--- config.mk ---
export PLATFORM = sky130hd
export DESIGN_NAME = id_ex_top
export DESIGN_NICKNAME = d
export VERILOG_FILES = /design/src/hw/rv_pkg.sv /design/src/hw/reg_file.sv /design/src/hw/id_stage.sv /design/src/hw/hazard_unit.sv /design/src/hw/id_ex_buffer.sv /design/src/hw/ex_stage.sv /design/src/hw/id_ex_top.sv
export SDC_FILE = /design/constraint.sdc
export NUM_CORES = 2
export LEC_CHECK = 0
export ABC_CLOCK_PERIOD_IN_PS = 5700
export BUFFER_PORTS_ARGS = -buffer_cell sky130_fd_sc_hd__buf_2
export CAP_MARGIN = 0
export CELL_PAD_IN_SITES_DETAIL_PLACEMENT = 1
export CELL_PAD_IN_SITES_GLOBAL_PLACEMENT = 1
export CORE_UTILIZATION = 50
export CTS_BUF_LIST = sky130_fd_sc_hd__clkbuf_8
export CTS_CLUSTER_SIZE = 20
export DETAILED_ROUTE_END_ITERATION = 8
export HOLD_SLACK_MARGIN = 0.08
export PLACE_DENSITY_LB_ADDON = 0.1
export SLEW_MARGIN = 10
export SYNTH_ARGS = -nofsm -noshare
export SYNTH_HDL_FRONTEND = slang
export SYNTH_HIERARCHICAL = 1
export SYNTH_SLANG_ARGS = --single-unit
--- constraint.sdc ---
create_clock -name clk -period 5.7 [get_ports clk]
set_input_delay 0.57 -clock clk [delete_from_list [all_inputs] [get_ports clk]]
set_output_delay 0.57 -clock clk [all_outputs]
set_load 0.005 [all_outputs]
--- src/hw/rv_pkg.sv ---
package rv_pkg;

    // RV32I major opcodes, bits [6:0]
    typedef enum logic [6:0] {
        OP     = 7'b0110011,
        OP_IMM = 7'b0010011,
        LOAD   = 7'b0000011,
        STORE  = 7'b0100011,
        BRANCH = 7'b1100011,
        JAL    = 7'b1101111,
        JALR   = 7'b1100111,
        LUI    = 7'b0110111,
        AUIPC  = 7'b0010111
    } opcode_t;

    typedef enum logic [3:0] {
        ALU_ADD,
        ALU_SUB,
        ALU_SLL,
        ALU_SLT,
        ALU_SLTU,
        ALU_XOR,
        ALU_SRL,
        ALU_SRA,
        ALU_OR,
        ALU_AND,
        ALU_PASS_B
    } alu_ctrl_t;

    typedef enum logic [2:0] {
        BR_NONE,
        BR_EQ,
        BR_NE,
        BR_LT,
        BR_GE,
        BR_LTU,
        BR_GEU,
        BR_ALWAYS
    } br_func_t;

    typedef enum logic [1:0] {
        PC_INC,
        PC_BRANCH,
        PC_JALR
    } pc_source_t;

    // same encoding as load/store funct3
    typedef enum logic [2:0] {
        MEM_BYTE   = 3'b000,
        MEM_HALF   = 3'b001,
        MEM_WORD   = 3'b010,
        MEM_BYTE_U = 3'b100,
        MEM_HALF_U = 3'b101
    } mem_mask_t;

    typedef struct packed {
        logic       valid;
        logic [4:0] rs1;
        logic [4:0] rs2;
        logic [4:0] rd;
        logic       reg_write;
        logic       mem_to_reg;
        logic       mem_read;
        logic       mem_write;
        mem_mask_t  mem_mask;
        alu_ctrl_t  alu_ctrl;
        logic       alu_pc;
        logic       alu_imm;
        br_func_t   br_func;
        pc_source_t pc_source;
        logic [31:0] pc;
        logic [31:0] rs1_data;
        logic [31:0] rs2_data;
        logic [31:0] imm;
    } id_bundle_t;

    typedef struct packed {
        logic        valid;
        logic [4:0]  rd;
        logic        reg_write;
        logic        mem_to_reg;
        logic        mem_read;
        logic        mem_write;
        mem_mask_t   mem_mask;
        logic [31:0] result;
        logic [31:0] store_data;
    } ex_bundle_t;

    typedef struct packed {
        logic        we;
        logic [4:0]  rd;
        logic [31:0] data;
    } wb_t;

    typedef struct packed {
        logic        valid;
        logic [31:0] target;
    } redirect_t;

endpackage

--- src/hw/reg_file.sv ---
`timescale 1ns/1ps

module reg_file (
    input  logic             clk,
    input  logic             rst_n,
    input  logic [4:0]       rs1_addr,
    input  logic [4:0]       rs2_addr,
    input  rv_pkg::wb_t      wb,
    output logic [31:0]      rs1_data,
    output logic [31:0]      rs2_data
);

    logic [31:0] regs [1:31];
    logic        wr_en;

    // x0 is never stored
    assign wr_en = wb.we && (wb.rd != 5'd0);

    always_ff @(posedge clk or negedge rst_n) begin
        if (!rst_n) begin
            for (int i = 1; i < 32; i++) begin
                regs[i] <= '0;
            end
        end else if (wr_en) begin
            regs[wb.rd] <= wb.data;
        end
    end

    // write-through so decode sees this cycle's write-back
    always_comb begin
        if (rs1_addr == 5'd0) begin
            rs1_data = '0;
        end else if (wr_en && wb.rd == rs1_addr) begin
            rs1_data = wb.data;
        end else begin
            rs1_data = regs[rs1_addr];
        end
        if (rs2_addr == 5'd0) begin
            rs2_data = '0;
        end else if (wr_en && wb.rd == rs2_addr) begin
            rs2_data = wb.data;
        end else begin
            rs2_data = regs[rs2_addr];
        end
    end

endmodule

--- src/hw/id_stage.sv ---
`timescale 1ns/1ps

module id_stage (
    input  logic               valid,
    input  logic [31:0]        pc,
    input  logic [31:0]        instr,
    input  logic [31:0]        rs1_data,
    input  logic [31:0]        rs2_data,
    output logic [4:0]         rs1_addr,
    output logic [4:0]         rs2_addr,
    output rv_pkg::id_bundle_t bundle
);

    rv_pkg::opcode_t opcode;
    logic [2:0]      funct3;
    logic            alt;
    logic            uses_rs1;
    logic            uses_rs2;
    logic [31:0]     imm_i;
    logic [31:0]     imm_s;
    logic [31:0]     imm_b;
    logic [31:0]     imm_u;
    logic [31:0]     imm_j;

    assign opcode   = rv_pkg::opcode_t'(instr[6:0]);
    assign funct3   = instr[14:12];
    assign rs1_addr = instr[19:15];
    assign rs2_addr = instr[24:20];

    // funct7[5] selects sub/sra, but only srai among the immediates
    assign alt = instr[30] && (opcode == rv_pkg::OP || funct3 == 3'b101);

    assign imm_i = {{20{instr[31]}}, instr[31:20]};
    assign imm_s = {{20{instr[31]}}, instr[31:25], instr[11:7]};
    assign imm_b = {{19{instr[31]}}, instr[31], instr[7], instr[30:25], instr[11:8], 1'b0};
    assign imm_u = {instr[31:12], 12'b0};
    assign imm_j = {{11{instr[31]}}, instr[31], instr[19:12], instr[20], instr[30:21], 1'b0};

    always_comb begin
        bundle           = '0;
        bundle.valid     = valid;
        bundle.pc        = pc;
        bundle.rs1_data  = rs1_data;
        bundle.rs2_data  = rs2_data;
        bundle.alu_ctrl  = rv_pkg::ALU_ADD;
        bundle.br_func   = rv_pkg::BR_NONE;
        bundle.pc_source = rv_pkg::PC_INC;
        bundle.mem_mask  = rv_pkg::MEM_WORD;
        uses_rs1         = 1'b0;
        uses_rs2         = 1'b0;

        case (opcode)
            rv_pkg::OP, rv_pkg::OP_IMM: begin
                bundle.reg_write = 1'b1;
                bundle.alu_imm   = (opcode == rv_pkg::OP_IMM);
                bundle.imm       = imm_i;
                uses_rs1         = 1'b1;
                uses_rs2         = (opcode == rv_pkg::OP);
                case (funct3)
                    3'b000:  bundle.alu_ctrl = alt ? rv_pkg::ALU_SUB : rv_pkg::ALU_ADD;
                    3'b001:  bundle.alu_ctrl = rv_pkg::ALU_SLL;
                    3'b010:  bundle.alu_ctrl = rv_pkg::ALU_SLT;
                    3'b011:  bundle.alu_ctrl = rv_pkg::ALU_SLTU;
                    3'b100:  bundle.alu_ctrl = rv_pkg::ALU_XOR;
                    3'b101:  bundle.alu_ctrl = alt ? rv_pkg::ALU_SRA : rv_pkg::ALU_SRL;
                    3'b110:  bundle.alu_ctrl = rv_pkg::ALU_OR;
                    default: bundle.alu_ctrl = rv_pkg::ALU_AND;
                endcase
            end
            rv_pkg::LOAD, rv_pkg::STORE: begin
                bundle.alu_imm    = 1'b1;
                bundle.reg_write  = (opcode == rv_pkg::LOAD);
                bundle.mem_to_reg = (opcode == rv_pkg::LOAD);
                bundle.mem_read   = (opcode == rv_pkg::LOAD);
                bundle.mem_write  = (opcode == rv_pkg::STORE);
                bundle.imm        = (opcode == rv_pkg::LOAD) ? imm_i : imm_s;
                uses_rs1          = 1'b1;
                uses_rs2          = (opcode == rv_pkg::STORE);
                case (funct3)
                    3'b000:  bundle.mem_mask = rv_pkg::MEM_BYTE;
                    3'b001:  bundle.mem_mask = rv_pkg::MEM_HALF;
                    3'b100:  bundle.mem_mask = rv_pkg::MEM_BYTE_U;
                    3'b101:  bundle.mem_mask = rv_pkg::MEM_HALF_U;
                    default: bundle.mem_mask = rv_pkg::MEM_WORD;
                endcase
            end
            rv_pkg::BRANCH: begin
                bundle.pc_source = rv_pkg::PC_BRANCH;
                bundle.imm       = imm_b;
                uses_rs1         = 1'b1;
                uses_rs2         = 1'b1;
                case (funct3)
                    3'b000:  bundle.br_func = rv_pkg::BR_EQ;
                    3'b001:  bundle.br_func = rv_pkg::BR_NE;
                    3'b100:  bundle.br_func = rv_pkg::BR_LT;
                    3'b101:  bundle.br_func = rv_pkg::BR_GE;
                    3'b110:  bundle.br_func = rv_pkg::BR_LTU;
                    3'b111:  bundle.br_func = rv_pkg::BR_GEU;
                    default: bundle.br_func = rv_pkg::BR_NONE;
                endcase
            end
            rv_pkg::JAL: begin
                bundle.reg_write = 1'b1;
                bundle.br_func   = rv_pkg::BR_ALWAYS;
                bundle.pc_source = rv_pkg::PC_BRANCH;
                bundle.imm       = imm_j;
            end
            rv_pkg::JALR: begin
                bundle.reg_write = 1'b1;
                bundle.br_func   = rv_pkg::BR_ALWAYS;
                bundle.pc_source = rv_pkg::PC_JALR;
                bundle.imm       = imm_i;
                uses_rs1         = 1'b1;
            end
            rv_pkg::LUI, rv_pkg::AUIPC: begin
                bundle.reg_write = 1'b1;
                bundle.alu_imm   = 1'b1;
                bundle.alu_pc    = (opcode == rv_pkg::AUIPC);
                bundle.alu_ctrl  = (opcode == rv_pkg::LUI) ? rv_pkg::ALU_PASS_B : rv_pkg::ALU_ADD;
                bundle.imm       = imm_u;
            end
            default: begin
                bundle.imm = imm_i;
            end
        endcase

        // unused or idle fields stay zero so hazard compares see no false match
        bundle.rs1 = (valid && uses_rs1) ? rs1_addr : 5'd0;
        bundle.rs2 = (valid && uses_rs2) ? rs2_addr : 5'd0;
        bundle.rd  = bundle.reg_write ? instr[11:7] : 5'd0;
    end

endmodule

--- src/hw/hazard_unit.sv ---
`timescale 1ns/1ps

module hazard_unit (
    input  logic [4:0] id_rs1,
    input  logic [4:0] id_rs2,
    input  logic       ex_valid,
    input  logic       ex_mem_read,
    input  logic [4:0] ex_rd,
    input  logic       redirect_valid,
    input  logic       freeze,
    output logic       stall,
    output logic       flush,
    output logic       if_hold
);

    logic load_use;

    assign load_use = ex_valid && ex_mem_read && (ex_rd != 5'd0)
                      && (ex_rd == id_rs1 || ex_rd == id_rs2);

    // freeze wins, then redirect, then load-use bubble
    always_comb begin
        stall   = freeze;
        flush   = !freeze && (redirect_valid || load_use);
        if_hold = freeze || (!redirect_valid && load_use);
    end

endmodule

--- src/hw/id_ex_buffer.sv ---
`timescale 1ns/1ps

module id_ex_buffer (
    input  logic               clk,
    input  logic               rst_n,
    input  logic               stall,
    input  logic               flush,
    input  rv_pkg::id_bundle_t id_in,
    output rv_pkg::id_bundle_t ex
);

    always_ff @(posedge clk or negedge rst_n) begin
        if (!rst_n) begin
            ex          <= '0;
            ex.alu_ctrl <= rv_pkg::ALU_ADD;
            ex.br_func  <= rv_pkg::BR_NONE;
            ex.pc_source <= rv_pkg::PC_INC;
            ex.mem_mask <= rv_pkg::MEM_WORD;
        end else if (stall) begin
            ex <= ex;
        end else if (flush) begin
            // bubble; pc and operand data left as they were
            ex.valid      <= 1'b0;
            ex.rs1        <= 5'd0;
            ex.rs2        <= 5'd0;
            ex.rd         <= 5'd0;
            ex.reg_write  <= 1'b0;
            ex.mem_to_reg <= 1'b0;
            ex.mem_read   <= 1'b0;
            ex.mem_write  <= 1'b0;
            ex.mem_mask   <= rv_pkg::MEM_WORD;
            ex.alu_ctrl   <= rv_pkg::ALU_ADD;
            ex.alu_pc     <= 1'b0;
            ex.alu_imm    <= 1'b0;
            ex.br_func    <= rv_pkg::BR_NONE;
            ex.pc_source  <= rv_pkg::PC_INC;
        end else begin
            ex <= id_in;
        end
    end

endmodule

--- src/hw/ex_stage.sv ---
`timescale 1ns/1ps

module ex_stage (
    input  rv_pkg::id_bundle_t ex,
    output rv_pkg::ex_bundle_t ex_out,
    output rv_pkg::redirect_t  redirect
);

    logic [31:0] op_a;
    logic [31:0] op_b;
    logic [31:0] alu_out;
    logic [31:0] link;
    logic        taken;

    assign op_a = ex.alu_pc ? ex.pc : ex.rs1_data;
    assign op_b = ex.alu_imm ? ex.imm : ex.rs2_data;
    assign link = ex.pc + 32'd4;

    always_comb begin
        case (ex.alu_ctrl)
            rv_pkg::ALU_ADD:    alu_out = op_a + op_b;
            rv_pkg::ALU_SUB:    alu_out = op_a - op_b;
            rv_pkg::ALU_SLL:    alu_out = op_a << op_b[4:0];
            rv_pkg::ALU_SLT:    alu_out = {31'b0, $signed(op_a) < $signed(op_b)};
            rv_pkg::ALU_SLTU:   alu_out = {31'b0, op_a < op_b};
            rv_pkg::ALU_XOR:    alu_out = op_a ^ op_b;
            rv_pkg::ALU_SRL:    alu_out = op_a >> op_b[4:0];
            rv_pkg::ALU_SRA:    alu_out = $unsigned($signed(op_a) >>> op_b[4:0]);
            rv_pkg::ALU_OR:     alu_out = op_a | op_b;
            rv_pkg::ALU_AND:    alu_out = op_a & op_b;
            rv_pkg::ALU_PASS_B: alu_out = op_b;
            default:            alu_out = op_a + op_b;
        endcase
    end

    // compare always on the register operands
    always_comb begin
        case (ex.br_func)
            rv_pkg::BR_EQ:     taken = (ex.rs1_data == ex.rs2_data);
            rv_pkg::BR_NE:     taken = (ex.rs1_data != ex.rs2_data);
            rv_pkg::BR_LT:     taken = ($signed(ex.rs1_data) < $signed(ex.rs2_data));
            rv_pkg::BR_GE:     taken = ($signed(ex.rs1_data) >= $signed(ex.rs2_data));
            rv_pkg::BR_LTU:    taken = (ex.rs1_data < ex.rs2_data);
            rv_pkg::BR_GEU:    taken = (ex.rs1_data >= ex.rs2_data);
            rv_pkg::BR_ALWAYS: taken = 1'b1;
            default:           taken = 1'b0;
        endcase
    end

    always_comb begin
        redirect.valid = ex.valid && taken;
        if (ex.pc_source == rv_pkg::PC_JALR) begin
            redirect.target = (ex.rs1_data + ex.imm) & ~32'd1;
        end else begin
            redirect.target = ex.pc + ex.imm;
        end
    end

    always_comb begin
        ex_out.valid      = ex.valid;
        ex_out.rd         = ex.rd;
        ex_out.reg_write  = ex.reg_write;
        ex_out.mem_to_reg = ex.mem_to_reg;
        ex_out.mem_read   = ex.mem_read;
        ex_out.mem_write  = ex.mem_write;
        ex_out.mem_mask   = ex.mem_mask;
        // jumps write the link address
        ex_out.result     = (ex.br_func == rv_pkg::BR_ALWAYS) ? link : alu_out;
        ex_out.store_data = ex.rs2_data;
    end

endmodule

--- src/hw/id_ex_top.sv ---
`timescale 1ns/1ps

module id_ex_top (
    input  logic               clk,
    input  logic               rst_n,
    input  logic               if_valid,
    input  logic [31:0]        if_pc,
    input  logic [31:0]        if_instr,
    input  rv_pkg::wb_t        wb,
    input  logic               freeze,
    output logic               if_hold,
    output rv_pkg::ex_bundle_t ex_out,
    output rv_pkg::redirect_t  redirect
);

    logic [4:0]         rs1_addr;
    logic [4:0]         rs2_addr;
    logic [31:0]        rs1_data;
    logic [31:0]        rs2_data;
    logic               stall;
    logic               flush;
    rv_pkg::id_bundle_t id_bundle;
    rv_pkg::id_bundle_t ex_bundle;

    reg_file u_reg_file (
        .clk      (clk),
        .rst_n    (rst_n),
        .rs1_addr (rs1_addr),
        .rs2_addr (rs2_addr),
        .wb       (wb),
        .rs1_data (rs1_data),
        .rs2_data (rs2_data)
    );

    id_stage u_id_stage (
        .valid    (if_valid),
        .pc       (if_pc),
        .instr    (if_instr),
        .rs1_data (rs1_data),
        .rs2_data (rs2_data),
        .rs1_addr (rs1_addr),
        .rs2_addr (rs2_addr),
        .bundle   (id_bundle)
    );

    hazard_unit u_hazard_unit (
        .id_rs1         (id_bundle.rs1),
        .id_rs2         (id_bundle.rs2),
        .ex_valid       (ex_bundle.valid),
        .ex_mem_read    (ex_bundle.mem_read),
        .ex_rd          (ex_bundle.rd),
        .redirect_valid (redirect.valid),
        .freeze         (freeze),
        .stall          (stall),
        .flush          (flush),
        .if_hold        (if_hold)
    );

    id_ex_buffer u_id_ex_buffer (
        .clk   (clk),
        .rst_n (rst_n),
        .stall (stall),
        .flush (flush),
        .id_in (id_bundle),
        .ex    (ex_bundle)
    );

    ex_stage u_ex_stage (
        .ex       (ex_bundle),
        .ex_out   (ex_out),
        .redirect (redirect)
    );

endmodule

**Word level (Yosys, flattened, before mapping)**

Cells that the tools add are included.

- Order comparisons: 10
- Div/mod/pow operators: 0
- Multipliers: 0
- Muxes and demuxes: 39
- Shift-type cells: 3
- Bitwise operators: 8
- Add/sub/neg operators: 5
- Eq/ne operators: 40
- Reduce and logical (&&, ||, !) cells: 31

Operators with widths:

| kind | number |
|---|---|
| 992-bit bitwise mux | 1 |
| 32-bit 2-to-1 mux | 13 |
| 32-bit binary-select mux with 5-bit select | 2 |
| 32-bit one-hot mux with 10 select lines | 1 |
| 32-bit demux with 5-bit select | 1 |
| 32-bit less-than comparator | 4 |
| 31-bit one-hot mux with 4 select lines | 1 |
| 32-bit adder | 3 |
| 32-bit >= comparator | 2 |
| 34-bit 2-to-1 mux | 1 |
| 32-bit by 3-bit adder with 32-bit output (second input constant) | 1 |
| 32-bit AND | 1 |
| 32-bit equality test | 1 |
| 32-bit != test | 1 |
| 32-bit OR | 1 |
| 32-bit by 5-bit left shift with 32-bit output | 1 |
| 32-bit by 5-bit right shift with 32-bit output | 1 |
| 32-bit by 5-bit >>> shifter with 32-bit output | 1 |
| 32-bit subtractor | 1 |
| 32-bit XOR | 1 |
| 4-bit one-hot mux with 7 select lines | 1 |
| 3-bit equality test (second input constant) | 8 |
| 7-bit by 6-bit equality test with 1-bit output (second input constant) | 3 |
| 7-bit equality test (second input constant) | 3 |
| 35 further kinds | 82 |

- RAM bits: 0
- Flip-flop bits (word level): 1144
- Latch bits: 0
- Output and inout port bits: 111
- Bits in read-only memories: 0
- Memories kept: 0
- Input port bits: 106
- Word-level logic and storage cells: 183

**Depth between registers and ports, before layout**

- Depth in word-level cells: 12
- Mapped depth: 19
- Gate-level depth less buffers: 16

**Cells and area by module**

The synthesis kept the hierarchy.

Modules (own cells, without submodules):

| module | area each (µm²) | sequential area each (µm²) | cells an instance | times used |
|---|---|---|---|---|
| reg_file | 53659.0 | 24823.8 | 3615 | 1 |
| ex_stage | 14824.2 | 0.0 | 2275 | 1 |
| id_ex_buffer | 6175.9 | 4055.1 | 413 | 1 |
| id_stage | 1813.0 | 0.0 | 241 | 1 |
| hazard_unit | 170.2 | 0.0 | 23 | 1 |

**Worst setup path before layout**

OpenSTA, ideal clock, no wires.

- Kind: reg2out
- Start: register u_id_ex_buffer/ex[133] (netlist name)
- End: output ex_out[56] in the netlist's numbering
- Arrival time: 4012 ps
- Stages on the path, launching flop included: 19
- Required time: 5130 ps
- Path slack: 1118 ps
- Path buffers: 6
- Cell sequence: dfrtp_1 > buf_2 > nand2_1 > o21a_1 > clkbuf_1 > buf_2 > buf_1 > clkbuf_1 > ha_1 > clkbuf_1 > a221oi_1 > o21a_1 > a21oi_2 > o211ai_1 > a41oi_2 > o21a_1 > o311ai_1 > a311o_1 > o221a_2

RTL lines:

| item | RTL line | source |
|---|---|---|
| end, declared | id_ex_top.sv:12 | `output rv_pkg::ex_bundle_t ex_out,` |

==> flow_summary.yaml <==
setup_path:
  cp_cell_sequence: "buf_12 -> mux2i_4 -> buf_4 -> buf_12 -> nor2_1 -> buf_4 -> a21o_1 -> o21ai_0 -> nor2_1 -> a21oi_1 -> a211oi_1 -> buf_4 -> o21ai_0 -> buf_4 -> nor3_1 -> a211oi_2 -> buf_2"
  critPathCaptureType: "output pin"
  reg2reg_depth: 15
  cp-startpoint: "u_id_ex_buffer/ex[133]$_DFFE_PN0N_"
  start_kind: "flop"
  path_class: "flop to output pin"
  r2r_end: "u_id_ex_buffer/ex[73]$_DFFE_PN0P_"
  path_depth: 17
  arrival_ns: 5.08
  slowest_delay_ns: 0.46
  cp-endpoint: "ex_out[47]"
  crit_top_cell: "buf_4"
  crit_slowest_cell: "a21oi_1"
  regToRegSetupSlack_ns: 0.61
  crit_required_ns: 5.13
  regToRegStartpoint: "u_id_ex_buffer/ex[95]$_DFFE_PN0P_"
  critPathMaxFanout: 48
  critical_path.top_delay_family: "compound AO/OA/AOI/OAI gates"
  worst-path-buf-inv: 7
clock_network:
  ctsLongestPathBuffers: 3
  clk_pin_slew_ns: 0.06
  numCtsBuffers: 197
  cts_sinks: 1144
  root_buffer: "clkbuf_8"
  tritoncts: "built"
  clk_latency_ns: 0.95
  htree_levels: 4
timing:
  clock_skew_ns: 0.106
  final_period_minus_worst_setup_slack_ns: 5.65
  setup_slack_ns: 0.0452
  max_freq_mhz: 177
  report.final.slew_viol_count: 0
  finalSetupViolations: 0
  hold_viol_final: 0
  relSlewSlack_pct: 17.1
  rsz0062_at_grt: "false"
  holdWs_ns: 0.184
  min_period_over_period_pct: 99.2
  worst_slew_pin_slew_ns: 1.24
die:
  initial_utilization_pct: 50.6
  chipHeight_um: 393
  rows: 142
  dieWidth_um: 393
  core_um2: 151000
  dieArea_um2: 154000
  ios: 217
global_routing:
  grt_max_degree: 130
  grt_pass1_vias: 61500
  gr-total-overflow: 0
  grt_pass1_wl_um: 444000
  antenna_found_initial: 29
  grtUsageTotal_pct: 39.8
logic_synthesis:
  ys_warn_count: 6
  syn_area_per_cell_um2: 11.7
  syn-num-nets: 6830
  netlist_area_um2: 76200
  syn_inst: 6529
worst_hold_path:
  worstHoldPathType: "input port to flop"
route:
  drt-total-wl_um: 305000
  drtIter0Drc: 5483
  drt_pass1_iterations: 6
  vias_per_cell: 6.79
  drcViolationCount: 0
  vias: 59400
  wl_per_cell_um: 34.9
  drtAntennaViolNets: 0
power_and_ir_drop:
  p_sw_mw: 11.7
  power_frac_comb_pct: 37.9
  clock_power_share_pct: 26.1
  p_per_area_nw_per_um2: 368
  ir_drop_mv: 0.258
  power_frac_seq_pct: 36.0
  internal_power_mw: 19.1
  switching_share_pct: 38.0
  leakagePower_nw: 36.8
place:
  place_ws_ns: 0.556
  gp_congestion: 1.07
  portBuffers: 216
  place.detailed.hpwl_um: 208000
layout:
  nFillCells: 15500
  nNetsFinal: 6867
  final_common_cell: "dfrtp_1"
  drive_above_1_share_pct: 37.4
  area_growth_pct: 10.1
  layout_common_cells: "1,141 x dfrtp_1, 1,076 x mux2_2, 477 x mux4_2"
run:
  drv_cap: 0
status:
  status: "finished clean"
-- layer usage --
metal	global-route usage (%)	up-vias	wire length, µm
li1	-	24500	-
met2	60.3	2650	137000
met5	0	-	116
met3	7.82	752	23900
met1	53.3	31500	124000
met4	22.9	18	19800
-- power by group through the flow --
stage	Combinational, mW	Clock, mW	Sequential, mW
floorplan	7.52	0	10.6
global placement	11.0	0	11.0
detailed placement	11.2	0	11.2
CTS	11.4	8.19	11.1
global route	12.3	8.54	11.3
finish	11.7	8.06	11.1
-- worst min path at each step --
stage          cells past startpoint                                 end                                from  slack (ns)
2_1_floorplan                      0    u_id_ex_buffer/ex[0]$_DFFE_PN0P_                               rst_n        0.27
3_3_place_gp                       2  u_id_ex_buffer/ex[145]$_DFFE_PN0N_  u_id_ex_buffer/ex[145]$_DFFE_PN0N_        0.46
3_5_place_dp                       2  u_id_ex_buffer/ex[144]$_DFFE_PN0N_  u_id_ex_buffer/ex[144]$_DFFE_PN0N_        0.47
4_1_cts                            5  u_id_ex_buffer/ex[130]$_DFFE_PN0N_                         if_instr[1]        0.09
5_1_grt                            5  u_id_ex_buffer/ex[142]$_DFFE_PN0N_                         if_instr[1]        0.18
6_report                           5  u_id_ex_buffer/ex[130]$_DFFE_PN0N_                         if_instr[1]        0.18
-- per-stage QoR --
| stage | std cells | TNS (ns) | util, % | area (µm²) | power, mW |
|---|---|---|---|---|---|
| 2_1_floorplan | 6529 | 0 | - | 76200 | 18.1 |
| 3_3_place_gp | 8319 | 0 | 52.3 | 78800 | 22.0 |
| 3_5_place_dp | 8320 | 0 | 52.3 | 78800 | 22.4 |
| 4_1_cts | 8727 | -0.0119 | 55.6 | 83700 | 30.6 |
| 5_1_grt | 8739 | 0 | 55.7 | 83900 | 32.2 |
| 6_report | 8750 | 0 | 55.7 | 84000 | 30.9 |
-- timing repair --
item | in CTS | in global routing
gates cloned | 0 | 1
setup endpoints to repair | 16 | 20
resized for setup | 24 | 28
pin swaps | 1 | 4
buffers inserted | 3 | 8
endpoints found under the hold margin | 116 | 0
hold buffers | 51 | 0
-- cell type report --
type                       count  area, µm²  share of cell area [%]
multi-input combinational   4490      43600                    51.9
clock buffer                 259       3560                    4.25
timing repair buffer         555       4250                    5.06
inverter                     178        668                   0.796
clock inverter                94        707                   0.842
sequential                  1144      28600                    34.1
tap                         2016       2520                    3.00
antenna                       14       35.0                  0.0417
-- registers in the layout, indices dropped and copies added (netlist names) --
| register | flops |
|---|---|
| u_reg_file/regs | 992 |
| u_id_ex_buffer/ex | 152 |
-- worst min-delay path, cell delays in order --
cell	delay, ns
buf_2	0.14
nand3_1	0.11
a21oi_1	0.09
nand2b_1	0.08
o21ai_0	0.08
Note: power is estimated with default switching activity, not from simulation.
